==> config.mk <==
export PLATFORM = sky130hd
export DESIGN_NAME = crop_top
export DESIGN_NICKNAME = d
export VERILOG_FILES = /design/src/verilog/video_pkg.sv /design/src/verilog/host_pkg.sv /design/src/verilog/border_ctrl.sv /design/src/verilog/line_timer.sv /design/src/verilog/frame_timer.sv /design/src/verilog/mode_monitor.sv /design/src/verilog/crop_top.sv
export VERILOG_INCLUDE_DIRS = /design/src /design/src/include
export SDC_FILE = /design/constraint.sdc
export NUM_CORES = 1
export LEC_CHECK = 0
export BUFFER_PORTS_ARGS = -buffer_cell sky130_fd_sc_hd__buf_4
export CAP_MARGIN = 25
export CORE_MARGIN = 5
export CORE_UTILIZATION = 35
export CTS_CLUSTER_SIZE = 24
export DETAILED_ROUTE_END_ITERATION = 7
export GPL_ROUTABILITY_DRIVEN = 0
export GPL_TIMING_DRIVEN = 0
export PLACE_DENSITY = 0.51
export REMOVE_ABC_BUFFERS = 1
export SLEW_MARGIN = 20
export SYNTH_ARGS = -nofsm -noshare
export SYNTH_HDL_FRONTEND = slang
export SYNTH_HIERARCHICAL = 1
export SYNTH_SLANG_ARGS = --single-unit
==> constraint.sdc <==
create_clock -name clk_sys -period 3.5 [get_ports clk_sys]
set_input_delay 0.875 -clock clk_sys [delete_from_list [all_inputs] [get_ports clk_sys]]
set_output_delay 0.875 -clock clk_sys [all_outputs]
set_load 0.05 [all_outputs]
==> src/include/crop_cfg.svh <==
`ifndef CROP_CFG_SVH
`define CROP_CFG_SVH

// counters, sizes and offsets all share one width
`define COORD_W 12
`define FLAG_W  7   // mode change counter

// offset change per key press
`define H_STEP 4
`define V_STEP 1

// keyboard codes as delivered by the host
`define KEY_CLEAR    8'h41  // backspace
`define KEY_UP       8'h4c
`define KEY_DOWN     8'h4d
`define KEY_LEFT     8'h4f
`define KEY_RIGHT    8'h4e
`define KEY_ALT_L    8'h64
`define KEY_ALT_R    8'h65
`define KEY_ALT_L_UP 8'he4
`define KEY_ALT_R_UP 8'he5
`define KEY_TYPE_KBD 2'd3

// wishbone register map
`define WB_ADR_W   3
`define REG_HSIZE  3'd0
`define REG_VSIZE  3'd1
`define REG_HOFS   3'd2
`define REG_VOFS   3'd3
`define REG_STATUS 3'd4

`endif

==> src/verilog/video_pkg.sv <==
`include "crop_cfg.svh"

package video_pkg;

	typedef logic [`COORD_W-1:0] coord_t;

	// timing from the emulated source, all active high
	typedef struct packed {
		logic       hsync;
		logic       vsync;
		logic       hblank;
		logic       vblank;
		logic [1:0] res;    // resolution select of the source
	} video_sync_t;

	// measured active area
	typedef struct packed {
		coord_t hsize;
		coord_t vsize;
	} geometry_t;

	// amount trimmed from each edge of the active area
	typedef struct packed {
		coord_t left;
		coord_t right;
		coord_t top;
		coord_t bottom;
	} border_t;

endpackage

==> src/verilog/host_pkg.sv <==
`include "crop_cfg.svh"

package host_pkg;

	// wishbone classic, master side
	typedef struct packed {
		logic                 cyc;
		logic                 stb;
		logic                 we;
		logic [`WB_ADR_W-1:0] adr;
		logic [31:0]          dat;
	} wb_req_t;

	// wishbone classic, slave side
	typedef struct packed {
		logic        ack;
		logic [31:0] dat;
	} wb_rsp_t;

	// keyboard/mouse event from the host
	// a new event is signalled by a toggle of level
	typedef struct packed {
		logic       level;
		logic [1:0] kind;   // event source, keyboard or mouse
		logic [7:0] data;   // key code
	} key_event_t;

endpackage

==> src/verilog/border_ctrl.sv <==
`timescale 1ns/1ps
`include "crop_cfg.svh"

module border_ctrl (
	input  logic                  clk_sys,
	input  logic                  reset,
	input  host_pkg::key_event_t  key,
	input  host_pkg::wb_req_t     wb_req,
	output host_pkg::wb_rsp_t     wb_rsp,
	input  video_pkg::coord_t     hsize,
	input  video_pkg::coord_t     vsize,
	input  logic [`FLAG_W-1:0]    mode_count,
	output video_pkg::border_t    border
);
	import video_pkg::*;

	logic        old_level;
	logic        alt;       // alt held, arrows move right/bottom
	logic        key_hit;
	logic        wb_hit;
	logic        ack_q;
	logic [31:0] dat_q;
	logic [31:0] rd_data;

	assign key_hit = (key.level ^ old_level) && (key.kind == `KEY_TYPE_KBD);
	assign wb_hit  = wb_req.cyc & wb_req.stb & ~ack_q; // one ack per request

	always_ff @(posedge clk_sys or posedge reset) begin
		if (reset) begin
			old_level <= 1'b0;
			alt <= 1'b0;
			border <= '0;
		end else begin
			old_level <= key.level;
			if (key_hit) begin
				case (key.data)
					`KEY_CLEAR: border <= '0;
					`KEY_UP: begin
						if (alt)
							border.bottom <= border.bottom + coord_t'(`V_STEP);
						else
							border.top <= border.top + coord_t'(`V_STEP);
					end
					`KEY_DOWN: begin
						if (alt)
							border.bottom <= border.bottom - coord_t'(`V_STEP);
						else
							border.top <= border.top - coord_t'(`V_STEP);
					end
					`KEY_LEFT: begin
						if (alt)
							border.right <= border.right + coord_t'(`H_STEP);
						else
							border.left <= border.left + coord_t'(`H_STEP);
					end
					`KEY_RIGHT: begin
						if (alt)
							border.right <= border.right - coord_t'(`H_STEP);
						else
							border.left <= border.left - coord_t'(`H_STEP);
					end
					`KEY_ALT_L, `KEY_ALT_R:       alt <= 1'b1;
					`KEY_ALT_L_UP, `KEY_ALT_R_UP: alt <= 1'b0;
					default: ;                    // other keys pass by
				endcase
			end

			// host write overrides a key step on the same pair
			if (wb_hit && wb_req.we) begin
				case (wb_req.adr)
					`REG_HOFS: begin
						border.left  <= wb_req.dat[`COORD_W-1:0];
						border.right <= wb_req.dat[16 +: `COORD_W];
					end
					`REG_VOFS: begin
						border.top    <= wb_req.dat[`COORD_W-1:0];
						border.bottom <= wb_req.dat[16 +: `COORD_W];
					end
					default: ;  // measurements and status are read only
				endcase
			end
		end
	end

	always_comb begin
		case (wb_req.adr)
			`REG_HSIZE:  rd_data = 32'(hsize);
			`REG_VSIZE:  rd_data = 32'(vsize);
			`REG_HOFS:   rd_data = {16'(border.right), 16'(border.left)};
			`REG_VOFS:   rd_data = {16'(border.bottom), 16'(border.top)};
			`REG_STATUS: rd_data = 32'(mode_count);
			default:     rd_data = '0;
		endcase
	end

	always_ff @(posedge clk_sys or posedge reset) begin
		if (reset)
			ack_q <= 1'b0;
		else
			ack_q <= wb_hit;
	end

	always_ff @(posedge clk_sys) begin
		if (wb_hit)
			dat_q <= rd_data;
	end

	assign wb_rsp.ack = ack_q;
	assign wb_rsp.dat = dat_q;

endmodule

==> src/verilog/line_timer.sv <==
`timescale 1ns/1ps

module line_timer (
	input  logic                   clk_sys,
	input  logic                   reset,
	input  video_pkg::video_sync_t video,
	input  video_pkg::border_t     border,
	output logic                   line_start,
	output video_pkg::coord_t      hsize,
	output logic                   hde
);
	import video_pkg::*;

	coord_t hcnt;        // zero during hsync
	coord_t hend;        // count where hblank ends
	coord_t hsta;        // count where hblank starts
	logic   old_hsync;
	logic   old_hblank;
	logic   hbl_fall;
	logic   hbl_rise;

	assign line_start = video.hsync & ~old_hsync;
	assign hbl_fall   = old_hblank & ~video.hblank;
	assign hbl_rise   = ~old_hblank & video.hblank;

	always_ff @(posedge clk_sys or posedge reset) begin
		if (reset) begin
			old_hsync <= 1'b0;
			old_hblank <= 1'b0;
			hcnt <= '0;
			hend <= '0;
			hsta <= '0;
			hsize <= '0;
			hde <= 1'b0;
		end else begin
			old_hsync <= video.hsync;
			old_hblank <= video.hblank;

			if (video.hsync)
				hcnt <= '0;
			else
				hcnt <= hcnt + 1'b1;

			if (hbl_fall)
				hend <= hcnt;
			if (hbl_rise) begin
				hsta <= hcnt;
				hsize <= hcnt - hend;
			end

			// trimmed window uses the previous line's edges
			if (hcnt == hend + border.left)
				hde <= 1'b1;
			if (hcnt == hsta - border.right)
				hde <= 1'b0;     // wins when the window is empty
		end
	end

endmodule

==> src/verilog/frame_timer.sv <==
`timescale 1ns/1ps

module frame_timer (
	input  logic                   clk_sys,
	input  logic                   reset,
	input  video_pkg::video_sync_t video,
	input  logic                   line_start,
	input  video_pkg::border_t     border,
	output logic                   frame_start,
	output video_pkg::coord_t      vsize,
	output logic                   vde
);
	import video_pkg::*;

	coord_t lcnt;        // lines since vblank began
	coord_t line_next;   // number of the line being started
	coord_t vend;        // line where vblank ends
	coord_t vmax;        // line where vblank starts
	logic   old_vblank;
	logic   vbl_rise;
	logic   ven;

	assign line_next   = lcnt + 1'b1;
	assign vbl_rise    = video.vblank & ~old_vblank;
	assign frame_start = old_vblank & ~video.vblank;

	always_ff @(posedge clk_sys or posedge reset) begin
		if (reset) begin
			old_vblank <= 1'b0;
			lcnt <= '0;
			vend <= '0;
			vmax <= '0;
			vsize <= '0;
			ven <= 1'b0;
			vde <= 1'b0;
		end else begin
			old_vblank <= video.vblank;

			if (line_start)
				lcnt <= line_next;

			// vblank edges are expected away from the hsync edge
			if (vbl_rise) begin
				lcnt <= '0;
				vmax <= lcnt;
				vsize <= lcnt - vend;
			end
			if (frame_start)
				vend <= lcnt;

			// window from the previous frame's edges, checked once per line
			if (line_start) begin
				if (line_next == vend + border.top)
					ven <= 1'b1;
				if (line_next == vmax - border.bottom)
					ven <= 1'b0;
			end

			vde <= ven;
		end
	end

endmodule

==> src/verilog/mode_monitor.sv <==
`timescale 1ns/1ps
`include "crop_cfg.svh"

module mode_monitor (
	input  logic               clk_sys,
	input  logic               reset,
	input  logic               frame_start,
	input  video_pkg::coord_t  hsize,
	input  video_pkg::coord_t  vsize,
	input  logic [1:0]         res,
	output logic [`FLAG_W-1:0] mode_count
);
	import video_pkg::*;

	geometry_t  cur_geom;
	geometry_t  snap_geom;  // geometry seen at the last frame start
	logic [1:0] snap_res;
	logic       changed;

	assign cur_geom.hsize = hsize;
	assign cur_geom.vsize = vsize;
	assign changed = (cur_geom != snap_geom) || (res != snap_res);

	always_ff @(posedge clk_sys or posedge reset) begin
		if (reset) begin
			snap_geom <= '0;
			snap_res <= '0;
			mode_count <= '0;
		end else if (frame_start) begin
			snap_geom <= cur_geom;
			snap_res <= res;
			if (changed)
				mode_count <= mode_count + 1'b1; // wraps at 128
		end
	end

endmodule

==> src/verilog/crop_top.sv <==
`timescale 1ns/1ps
`include "crop_cfg.svh"

module crop_top (
	input  logic                   clk_sys,
	input  logic                   reset,
	input  video_pkg::video_sync_t video,
	input  host_pkg::key_event_t   key,
	input  host_pkg::wb_req_t      wb_req,
	output host_pkg::wb_rsp_t      wb_rsp,
	output logic                   hde,
	output logic                   vde
);
	import video_pkg::*;

	border_t            border;
	coord_t             hsize;
	coord_t             vsize;
	logic               line_start;
	logic               frame_start;
	logic [`FLAG_W-1:0] mode_count;

	// offsets and host registers
	border_ctrl border_ctrl0 (
		.clk_sys    (clk_sys),
		.reset      (reset),
		.key        (key),
		.wb_req     (wb_req),
		.wb_rsp     (wb_rsp),
		.hsize      (hsize),
		.vsize      (vsize),
		.mode_count (mode_count),
		.border     (border)
	);

	line_timer line_timer0 (
		.clk_sys    (clk_sys),
		.reset      (reset),
		.video      (video),
		.border     (border),
		.line_start (line_start),
		.hsize      (hsize),
		.hde        (hde)
	);

	frame_timer frame_timer0 (
		.clk_sys     (clk_sys),
		.reset       (reset),
		.video       (video),
		.line_start  (line_start),
		.border      (border),
		.frame_start (frame_start),
		.vsize       (vsize),
		.vde         (vde)
	);

	mode_monitor mode_monitor0 (
		.clk_sys     (clk_sys),
		.reset       (reset),
		.frame_start (frame_start),
		.hsize       (hsize),
		.vsize       (vsize),
		.res         (video.res),
		.mode_count  (mode_count)
	);

endmodule

Yosys cells after proc, flatten, opt, wreduce, memory -nomap -nowiden
Cells that the tools add are included.
- register bits after elaboration: 218
- input bits: 57
- output and inout port bits: 35
- logic and storage cells: 113
- add/sub/neg operators: 17
- equality and inequality tests: 20
- multiplexer cells: 23
- bitwise logic cells: 14
- reduce and logical (&&, ||, !) cells: 13
- operators with widths (kind ; number):
    case mux 24 bit (3 select lines) ; 2
    case mux 28 bit (5 select lines) ; 1
    two-way mux 12 bit ; 11
    two-way mux 48 bit ; 2
    == test 8 x 7 -> 1 bit (second input constant) ; 7
    adder 12 x 1 -> 12 bit (second input constant) ; 4
    == test 12 bit ; 4
    two-way mux 24 bit ; 2
    subtractor 12 bit ; 4
    adder 12 bit ; 2
    adder 12 x 3 -> 12 bit (second input constant) ; 2
    != test 24 bit ; 1
    subtractor 12 x 1 -> 12 bit (second input constant) ; 2
    subtractor 12 x 3 -> 12 bit (second input constant) ; 2
    == test 8 bit (second input constant) ; 2
    nonzero test 2 bit ; 4
    adder 7 x 1 -> 7 bit (second input constant) ; 1
    AND 1 bit ; 7
    == test 3 x 2 -> 1 bit (second input constant) ; 2
    inverter 1 bit ; 6
    AND reduction 2 bit ; 3
    two-way mux 1 bit ; 4
    OR reduction 2 bit ; 2
    == test 3 x 1 -> 1 bit (second input constant) ; 1
    8 further kinds ; 9

Logic depth before layout (Yosys ltp)
Gate-level depths: netlist of the first run.
- word-level depth: 6
- depth in mapped cells: 12
- mapped depth without buffers: 11

Hierarchy
Netlist of the first run, hierarchy kept.
- modules (own cells, without submodules) (module ; times used ; cells each ; area each (um^2) ; seq. area each (um^2)):
    border_ctrl ; 1 ; 628 ; 5386.4 ; 1996.9
    frame_timer ; 1 ; 435 ; 3932.5 ; 1276.2
    line_timer ; 1 ; 418 ; 3787.4 ; 1276.2
    mode_monitor ; 1 ; 114 ; 1580.3 ; 825.8

Least setup slack after synthesis of the first run
No wires, ideal clock.
- kind: input to register
- from: in wb_req[36] (netlist bit)
- to: reg, netlist name border_ctrl0/border[43]
- setup time: 0.082 ns
- data arrival time: 2.793 ns
- data required time: 3.418 ns
- slack: 0.625 ns
- stages on the path: 7
- buffers on the path: 2
- cells stage by stage: and3b_1 -> clkbuf_1 -> nand3_1 -> nor2_1 -> clkbuf_1 -> a21oi_1 -> a31oi_1
- longest elaborated chain between the ends: 4
- RTL lines (element ; line ; source):
    start: declaration ; crop_top.sv:9 ; input host_pkg::wb_req_t wb_req,
    AND 1 bit (2 in a row) ; border_ctrl.sv:26 ; assign wb_hit = wb_req.cyc & wb_req.stb & ~ack_q;
    via border_ctrl0.wb_hit ; border_ctrl.sv:20 ; logic wb_hit;
    logical AND 1 bit ; border_ctrl.sv:69 ; if (wb_hit && wb_req.we) begin
    two-way mux 48 bit ; border_ctrl.sv:69 ;
The timed path passes the listed nets, and every way through them passes these cells.
A chain may end at the register's enable or synchronous reset.

Worst setup path after layout of the first run
- from: reg, netlist name border_ctrl0/border[36]
- to: reg line_timer0.hde
- longest elaborated chain between the ends: 3
- RTL lines (element ; line ; source):
    adder 12 bit ; line_timer.sv:52 ; if (hcnt == hend + border.left)
    == test 12 bit ; line_timer.sv:52 ;
    nonzero test 2 bit (no source line) ; -- ;
    end signal: assignment ; line_timer.sv:34 ; hde <= 1'b0;
    end signal: assignment ; line_timer.sv:53 ; hde <= 1'b1;
    end signal: assignment ; line_timer.sv:55 ; hde <= 1'b0;
    end: declaration ; line_timer.sv:10 ; output logic hde
Every way passes these cells.

==> results of run 1 <==
[cell type report]
class / instances / area [um^2]
fill: 4172 / 25100
multi-input combinational: 1215 / 8650
sequential: 210 / 5380
timing repair buffer: 87 / 758
clock inverter: 14 / 100
inverter: 83 / 319
tap: 539 / 674
clock buffer: 35 / 746
[cell families (layout without fill, tap and decap cells)]
kind of cell	count (synthesis)	count (layout)	synth area share, %
flip-flops	210	210	36.6
XOR/XNOR	164	164	10.3
buffers and inverters	177	219	4.95
multiplexers	93	93	7.19
other	1	8	0.0255
adder cells (fa/ha/maj)	83	83	7.38
AO/OA/AOI/OAI	342	342	14.8
AND/OR/NAND/NOR	525	525	18.8
[metrics by stage]
step | hold WS, ps | std cells
6_report | 262 | 2183
5_1_grt | 231 | 2183
4_1_cts | 229 | 2183
3_5_place_dp | 446 | 2134
3_3_place_gp | 459 | 2121
2_1_floorplan | 354 | 1508
[layout by cell type, fill, tap and decap left out, types with 13 or more instances in the layout]
| cell type | count |
|---|---|
| dfrtp_1 | 186 |
| nor2_1 | 128 |
| nand2_1 | 127 |
| a21oi_1 | 88 |
| xnor2_1 | 83 |
| o21ai_0 | 81 |
| inv_1 | 79 |
| ha_1 | 77 |
| buf_4 | 75 |
| xor2_1 | 74 |
| mux2_2 | 49 |
| nand3_1 | 39 |
| mux2i_1 | 38 |
| nand4_1 | 32 |
| nor3_1 | 32 |
| clkbuf_16 | 27 |
| a31oi_1 | 24 |
| edfxtp_1 | 24 |
| nor2b_1 | 22 |
| and3_1 | 18 |
| nor4_1 | 17 |
| a21o_1 | 15 |
| o31ai_1 | 14 |
| o22ai_1 | 13 |
[path summary, 6_finish.rpt]
path	start	endpoint	depth (start not counted)
worst max-delay path	border_ctrl0/border[36]	line_timer0/hde	10
min in group clk_sys	key[10]	border_ctrl0/old_level	1
max in group asynchronous	reset	mode_monitor0/snap_geom[19]	2
worst min register to register	frame_timer0/ven	frame_timer0/vde	0
worst min-delay path	reset	border_ctrl0/border[42]	2
worst max register to register	border_ctrl0/border[36]	line_timer0/hde	10
[where the power goes]
part	switching (uW)	internal, uW
logic	1470	1300
clock network	1120	1570
registers	790	2940
[flip-flops by register name, indices dropped and copies added (netlist names), 2 cells and up]
register,flops
border_ctrl0/border,48
line_timer0/hsize,12
frame_timer0/lcnt,12
mode_monitor0/mode_count,7
line_timer0/hcnt,12
frame_timer0/vend,12
border_ctrl0/dat_q,24
mode_monitor0/snap_geom,24
line_timer0/hend,12
frame_timer0/vsize,12
line_timer0/hsta,12
frame_timer0/vmax,12
mode_monitor0/snap_res,2
[layer usage]
layer	part of all wire (%)	up-vias	global-route usage, %
li1	-	5765	-
met1	49	5853	26.5
met2	44	270	27.8
met3	4.9	53	2.55
met4	1.9	0	4.14
met5	0	-	0
==> results.txt, run 1 <==
slowest stage delay, CP = 460 ps
Crit path max-delay family = compound AO/OA/AOI/OAI gates
largest area contributor in the netlist = dfrtp_1
CTS H-tree lvls = 1
Lkg Pwr = 0.00719 uW
Cell Area, Placed = 15800 um^2
PD cells = 552 nW/um^2
Final nets = 1764
fmax = 0.335 GHz
EDFF count, synth = 24
Synth cell types = 93
Final min period = 2980 ps
WL final = 42300 um
WP data required = 3940 ps
fin crit share = 85.2%
Seq/Total Area, Yosys = 36.6%
CP startpoint kind = register
most instantiated cells after synthesis = 186 x dfrtp_1, 130 x nor2_1, 127 x nand2_1
Initial DRC Count = 677
Post-route DRC = 0
setup violators final = 0
initial core utilization = 35.2%
Post-CTS Setup Bufs = 0
Max Cap Viol = 0
Max Fanout on Critical Path = 3
global-route wire length before repair = 67000 um
initial antenna violation count = 0
Synth top area share = 31.7%
Yosys warning count = 6
WL/cell = 19.4 um
Antenna Cells = 0
share of layout cells above drive strength 1 = 14.0%
First-pass DRT Iterations = 5
hold buffers post-CTS = 0
syn avg cell area = 9.21 um^2
Worst VDD drop = 0.303 mV
clk sinks = 210
CP endpoint kind = register
Crit Path Category = reg2reg
final instance area = 16600 um^2
CTS tree = built
Via density = 5.47
GRT Total Usage = 17.9%
clock latency on the worst-skew pair = 560 ps
Final Slew Violations = 0
max_slew headroom = 31.1%
area of the core = 41800 um^2
most common cell in the netlist = dfrtp_1
ys async rst share = 88.6%
hold crit path type = in2async
post-route ant nets = 0
Max Root-Sink Buffers = 3
io pins = 92
chip height = 215 um
number of synthesized register bits = 210
number of global-route vias before repair = 11631
CTS buffer count = 27
worst reg-to-reg setup slack = 520 ps
setup TNS = 0 ps
post-cts resize count = 0
unrepaired setup endpoints after global routing = false
cell count after synthesis = 1595
clk slew on worst S/H paths = 60 ps
row count = 75
Layout Utilization = 39.8%
status = completed
Fin Clk Skew = 11.7 ps
Final Hold Vio Count = 0
worst-path cell chain = ha_1, inv_1, fa_1, xor2_1, a211o_1, a211oi_2, nand4_1, a2111oi_2, a41oi_1, a41oi_1
post-layout power = 9190 uW
worst-margin pin slew = 1030 ps
cell repeated most along the worst path = a41oi_1
CP max-delay cell = dfrtp_1
Buffers & Inverters on Critical Path = 1
Die W = 215 um
detailed-route via count = 11941
top post-synthesis cells by area = dfrtp_1 32%, ha_1 6.6%, xnor2_1 4.9%
largest net degree at the start of global routing = 52
root buffer cell = clkbuf_16
HPWL after detailed placement = 31400 um
final setup margin = 519 ps
arrival time of the worst setup path = 3420 ps
Synth-to-Final Area Change = 13.2%
die area = 46200 um^2
Place WS = 119 ps
port bufs = 74
Primary FF master, synth = dfrtp_1
synthesized cell area = 14700 um^2
grt total ovfl = 0
No activity file was read; power rests on OpenSTA's default activity.
==> inputs of run 2 (changes only) <==
--- a/config.mk
+++ b/config.mk
@@ -15,7 +15,6 @@
 export GPL_ROUTABILITY_DRIVEN = 0
 export GPL_TIMING_DRIVEN = 0
 export PLACE_DENSITY = 0.51
-export REMOVE_ABC_BUFFERS = 1
 export SLEW_MARGIN = 20
 export SYNTH_ARGS = -nofsm -noshare
 export SYNTH_HDL_FRONTEND = slang
==> results.txt, run 2 (synthesis results as in run 1) <==
Fin Clk Skew = 10.5 ps (-1.16 ps)
Clock power frac = 29.8% (+0.6 points)
Final Hold Vio Count = 0 (unchanged)
Antenna Cells = 0 (unchanged)
grt total ovfl = 0 (unchanged)
detailed-route via count = 12487 (+4.6%)
Via density = 5.51 (+0.79%)
CP endpoint kind = register
reg-to-reg startpoint = border_ctrl0/border[36]
chip height = 215 um (unchanged)
worst-path cell chain = buf_4, clkbuf_1, nor3b_1, o2111ai_1, clkbuf_1, o21ai_0, a21oi_1
CP max-delay cell = o2111ai_1
CP startpoint kind = primary input
cell repeated most along the worst path = clkbuf_1
reg2reg end = line_timer0/hde
arrival time of the worst setup path = 3350 ps (-70 ps)
clk sinks = 210 (unchanged)
slowest stage delay, CP = 840 ps (+380 ps)
WL final = 46200 um (+9.3%)
Crit Path Category = in2reg
unrepaired setup endpoints after global routing = false
Final Slew Violations = 0 (unchanged)
setup TNS = 0 ps (unchanged)
root buffer cell = clkbuf_16
clock latency on the worst-skew pair = 540 ps (-20 ps)
largest registers = border_ctrl0/border: 48 flops, border_ctrl0/dat_q: 24 flops, mode_monitor0/snap_geom: 24 flops
hold crit path type = in2async
Max Cap Viol = 0 (unchanged)
post-cts resize count = 0 (unchanged)
number of global-route vias before repair = 12169 (+4.6%)
Max Fanout on Critical Path = 10 (+7)
Post-CTS Setup Bufs = 0 (unchanged)
initial core utilization = 35.2% (unchanged)
Hold WS = 269 ps (+7.44 ps)
fmax = 0.344 GHz (+2.5%)
hold buffers post-CTS = 0 (unchanged)
worst-margin pin slew = 1050 ps (+17.2 ps)
Lkg Pwr = 0.00734 uW (+2.0%)
Final min period = 2910 ps (-72.1 ps)
CTS tree = built
Largest register FFs = 48 (unchanged)
WL/cell = 20.4 um (+5.4%)
Final nets = 1846 (+4.6%)
io pins = 92 (unchanged)
final cell count without fillers = 2265 (+3.8%)
max_slew headroom = 30.1% (-0.97 points)
area of the core = 41800 um^2 (unchanged)
Critical Path Start = key[0]
Initial DRC Count = 1051 (+55%)
worst reg-to-reg setup slack = 760 ps (+240 ps)
die area = 46200 um^2 (unchanged)
Worst VDD drop = 0.305 mV (+0.44%)
share of layout cells above drive strength 1 = 13.6% (-0.37 points)
fin crit share = 83.1% (-2.1 points)
setup violators final = 0 (unchanged)
Fillers = 4172 (unchanged)
crit path to = border_ctrl0/border[17]
WP data required = 3940 ps (about the same)
largest net degree at the start of global routing = 52 (unchanged)
# placed instances = 2216 (+3.8%)
reg2reg path depth = 10 (unchanged)
CTS H-tree lvls = 1 (unchanged)
Die W = 215 um (unchanged)
HPWL after detailed placement = 35500 um (+13%)
Max Root-Sink Buffers = 3 (unchanged)
First-pass DRT Iterations = 5 (unchanged)
Internal = 5940 uW (+2.3%)
GRT Total Usage = 19.4% (+1.5 points)
Net Sw Power = 3450 uW (+2.2%)
row count = 75 (unchanged)
Post-route DRC = 0 (unchanged)
CTS buffer count = 27 (unchanged)
clk slew on worst S/H paths = 60 ps (about the same)
combinational share of power = 31.3% (+1.1 points)
post-route ant nets = 0 (unchanged)
footprint of the multi-input gates = 8620 um^2 (-0.42%)
global-route wire length before repair = 71400 um (+6.6%)
most frequent cells in the layout = 186 x dfrtp_1, 130 x nor2_1, 127 x nand2_1
Top reg by flops = border_ctrl0/border
status = completed
PD cells = 556 nW/um^2 (+0.72%)
initial antenna violation count = 0 (unchanged)
Layout Utilization = 40.4% (+0.60 points)
Reg area = 5380 um^2 (unchanged)
Net Sw Frac = 36.8% (about the same)
port bufs = 73 (-1.4%)
Seq pwr share = 38.9% (-1.7 points)
commonest non-fill, non-tap cell in the layout = dfrtp_1
Synth-to-Final Area Change = 14.9%
## run 2: changes by cell type in the layout (fill, tap and decap cells not counted), sizes merged
cell | previous run | this run
clkbuf | 35 | 102
inv | 85 | 83
buf | 87 | 103
bufinv | 1 | 3
clkinvlp | 2 | 1
## run 2: cell type report
cell class | instances | share of cell area [%]
tap | 539 | 4.00
multi-input combinational | 1215 | 51.1
buffer | 94 | 2.47
inverter | 83 | 1.89
sequential | 210 | 31.9
clock buffer | 36 | 4.32
timing repair buffer | 75 | 3.57
clock inverter | 13 | 0.838
## run 2: worst min path at each step
stage,start,endpoint,slack (ps),cells after the start
finish,reset,border_ctrl0/ack_q,270,2
CTS,reset,border_ctrl0/ack_q,240,2
global route,reset,border_ctrl0/ack_q,240,2
global placement,frame_timer0/ven,frame_timer0/vde,460,0
floorplan,frame_timer0/ven,frame_timer0/vde,350,0
detailed placement,frame_timer0/ven,frame_timer0/vde,440,0
## run 2: power groups by stage
| stage | registers, uW | logic (uW) | clock network [uW] |
|---|---|---|---|
| after floorplan | 3460 | 2190 | 0 |
| after global placement | 3700 | 2880 | 0 |
| after detailed placement | 3700 | 2930 | 0 |
| after CTS | 3660 | 2940 | 2870 |
| after global routing | 3720 | 3270 | 2980 |
| final | 3660 | 2940 | 2800 |
## run 2: critical path, delay by kind of cell
family                 cells  cell delay [ps]
buffers and inverters      3              960
AND/OR/NAND/NOR            1              270
AO/OA/AOI/OAI              3             1240
## run 2: routing by layer
metal  global-route usage, %  up-vias  routed length (um)
met2                    28.8      472               19500
met1                    28.4     5985               21800
met4                    7.26        0                1670
li1                        -     5936                   -
met3                    3.11       94                3240
met5                       0        -                   0
## run 2: metrics by stage
| stage | total power, uW | worst slack, ps | area (um^2) |
|---|---|---|---|
| after floorplan | 5660 | 625 | 14700 |
| after global placement | 6590 | -637 | 15900 |
| after detailed placement | 6630 | 106 | 16000 |
| after CTS | 9480 | 673 | 16900 |
| after global routing | 9980 | 507 | 16900 |
| final | 9390 | 591 | 16900 |
==> inputs of run 3 (changes only) <==
==> constraint.sdc (replaced) <==
create_clock -name clk_sys -period 2.8 [get_ports clk_sys]
set_input_delay 0.7 -clock clk_sys [delete_from_list [all_inputs] [get_ports clk_sys]]
set_output_delay 0.7 -clock clk_sys [all_outputs]
set_load 0.05 [all_outputs]
==> results.txt, run 3 (synthesis results as in run 1) <==
status = completed
routed length on met2 = 19700 um (+1.4%)
GRT Total Usage = 19.4% (unchanged)
CP endpoint kind = register
arrival time of the worst setup path = 3110 ps (-240 ps)
PD cells = 696 nW/um^2 (+25%)
WL/cell = 20.5 um (+0.35%)
chip height = 215 um (unchanged)
Critical Path Start = border_ctrl0/border[36]
Lkg Pwr = 0.00735 uW (+0.13%)
root buffer cell = clkbuf_16
clk sinks = 210 (unchanged)
Antenna Cells = 0 (unchanged)
# placed instances = 2216 (unchanged)
detailed-route via count = 12454 (-0.26%)
worst-margin pin slew = 998 ps (-49.3 ps)
reg-to-reg startpoint = border_ctrl0/border[36]
CP startpoint kind = register
final cell count without fillers = 2265 (unchanged)
unrepaired setup endpoints after global routing = false
routed length on met1 = 21700 um (-0.45%)
Place WS = -419 ps (-525 ps)
slowest stage delay, CP = 440 ps (-400 ps)
Layout Utilization = 40.5% (+0.10 points)
met3 WL post-DR = 3280 um (+1.0%)
max_slew headroom = 33.4% (+3.4 points)
Initial DRC Count = 1064 (+1.2%)
Final min period = 2650 ps
Post-CTS Setup Bufs = 0 (unchanged)
port bufs = 73 (unchanged)
Buffers & Inverters on Critical Path = 1 (-2)
fmax = 0.377 GHz
cell repeated most along the worst path = a41oi_1
most frequent cells in the layout = 185 x dfrtp_1, 129 x nor2_1, 127 x nand2_1
Final Hold Vio Count = 0 (unchanged)
row count = 75 (unchanged)
number of global-route vias before repair = 12169 (unchanged)
WP data required = 3260 ps (-680 ps)
Max Root-Sink Buffers = 3 (unchanged)
commonest non-fill, non-tap cell in the layout = dfrtp_1
share of layout cells above drive strength 1 = 14.1% (+0.52 points)
clk slew on worst S/H paths = 60 ps (about the same)
worst-path cell chain = ha_1, inv_1, fa_2, xnor2_1, a211o_1, a211oi_2, nand4_1, a2111oi_4, a41oi_1, a41oi_1
initial core utilization = 35.2% (unchanged)
clock latency on the worst-skew pair = 550 ps (about the same)
io pins = 92 (unchanged)
largest net degree at the start of global routing = 52 (unchanged)
Synth-to-Final Area Change = 15.2%
Fin Clk Skew = 11.2 ps (+0.707 ps)
die area = 46200 um^2 (unchanged)
WL final = 46400 um (+0.35%)
Crit Path Category = reg2reg
hold crit path type = in2async
post-route ant nets = 0 (unchanged)
grt total ovfl = 0 (unchanged)
Final Slew Violations = 0 (unchanged)
Crit path max-delay family = compound AO/OA/AOI/OAI gates
Largest register FFs = 48 (unchanged)
CTS H-tree lvls = 1 (unchanged)
CTS tree = built
HPWL after detailed placement = 35500 um (unchanged)
Final nets = 1846 (unchanged)
setup TNS = 0 ps (unchanged)
CP max-delay cell = fa_2
Worst VDD drop = 0.383 mV (+26%)
Post-route DRC = 0 (unchanged)
Max Cap Viol = 0 (unchanged)
Top Layer Used = met4
Max Fanout on Critical Path = 3 (-7)
CTS buffer count = 27 (unchanged)
setup violators final = 0 (unchanged)
First-pass DRT Iterations = 5 (unchanged)
fin crit share = 94.7%
Die W = 215 um (unchanged)
largest registers = border_ctrl0/border: 48 flops, border_ctrl0/dat_q: 24 flops, mode_monitor0/snap_geom: 24 flops
Via density = 5.50 (-0.26%)
global-route wire length before repair = 71400 um (unchanged)
Top reg by flops = border_ctrl0/border
area of the core = 41800 um^2 (unchanged)
initial antenna violation count = 0 (unchanged)
final setup margin = 148 ps (-442 ps)
[run 3: layout make-up]
cell class	count	area (um^2)
Inverter	83	319
Timing Repair Buffer	75	603
Buffer	94	419
Fill cell	4171	24800
Clock inverter	13	141
Multi-Input combinational cell	1215	8660
Sequential cell	210	5380
Clock buffer	36	729
Tap cell	539	674
[run 3: repair_timing]
item,4_1_cts,5_1_grt
resized for setup,0,13
hold buffers,0,0
endpoints found under the setup margin,0,9
[run 3: metrics by stage]
step / power [uW] / area [um^2] / hold slack (ps)
after CTS: 11800 / 16900 / 63.0
after global placement: 8230 / 15900 / 457
after floorplan: 7070 / 14700 / 354
final: 11800 / 16900 / 91.5
after global routing: 12500 / 16900 / 63.8
after detailed placement: 8290 / 16000 / 442
[run 3: layer usage]
metal	vias to the layer above	global-route usage [%]
li1	5942	-
met1	5975	28.4
met2	451	28.8
met3	86	3.11
met4	0	7.26
met5	-	0
[run 3: worst register-to-register path, cell delays in order, from the launching register on]
cell and delay, ps:
dfrtp_1 410, ha_1 230, inv_1 80, fa_2 440
xnor2_1 150, a211o_1 330, a211oi_2 210, nand4_1 170
a2111oi_4 220, a41oi_1 160, a41oi_1 180
[run 3: path summary, 6_finish.rpt]
path	to	slack, ps	cells past startpoint
min reg2reg	frame_timer0/vde	470	0
min in group clk_sys	border_ctrl0/old_level	280	1
max reg2reg	line_timer0/hde	150	10
max in group asynchronous	mode_monitor0/snap_geom[9]	1970	2
max	line_timer0/hde	150	10
min	border_ctrl0/ack_q	90	2
[run 3: report_power, final]
group	internal [uW]	switching, uW	leakage (uW)
clock	2090	1400	0.000431
sequential	3680	897	0.00263
combinational	1660	2040	0.00428
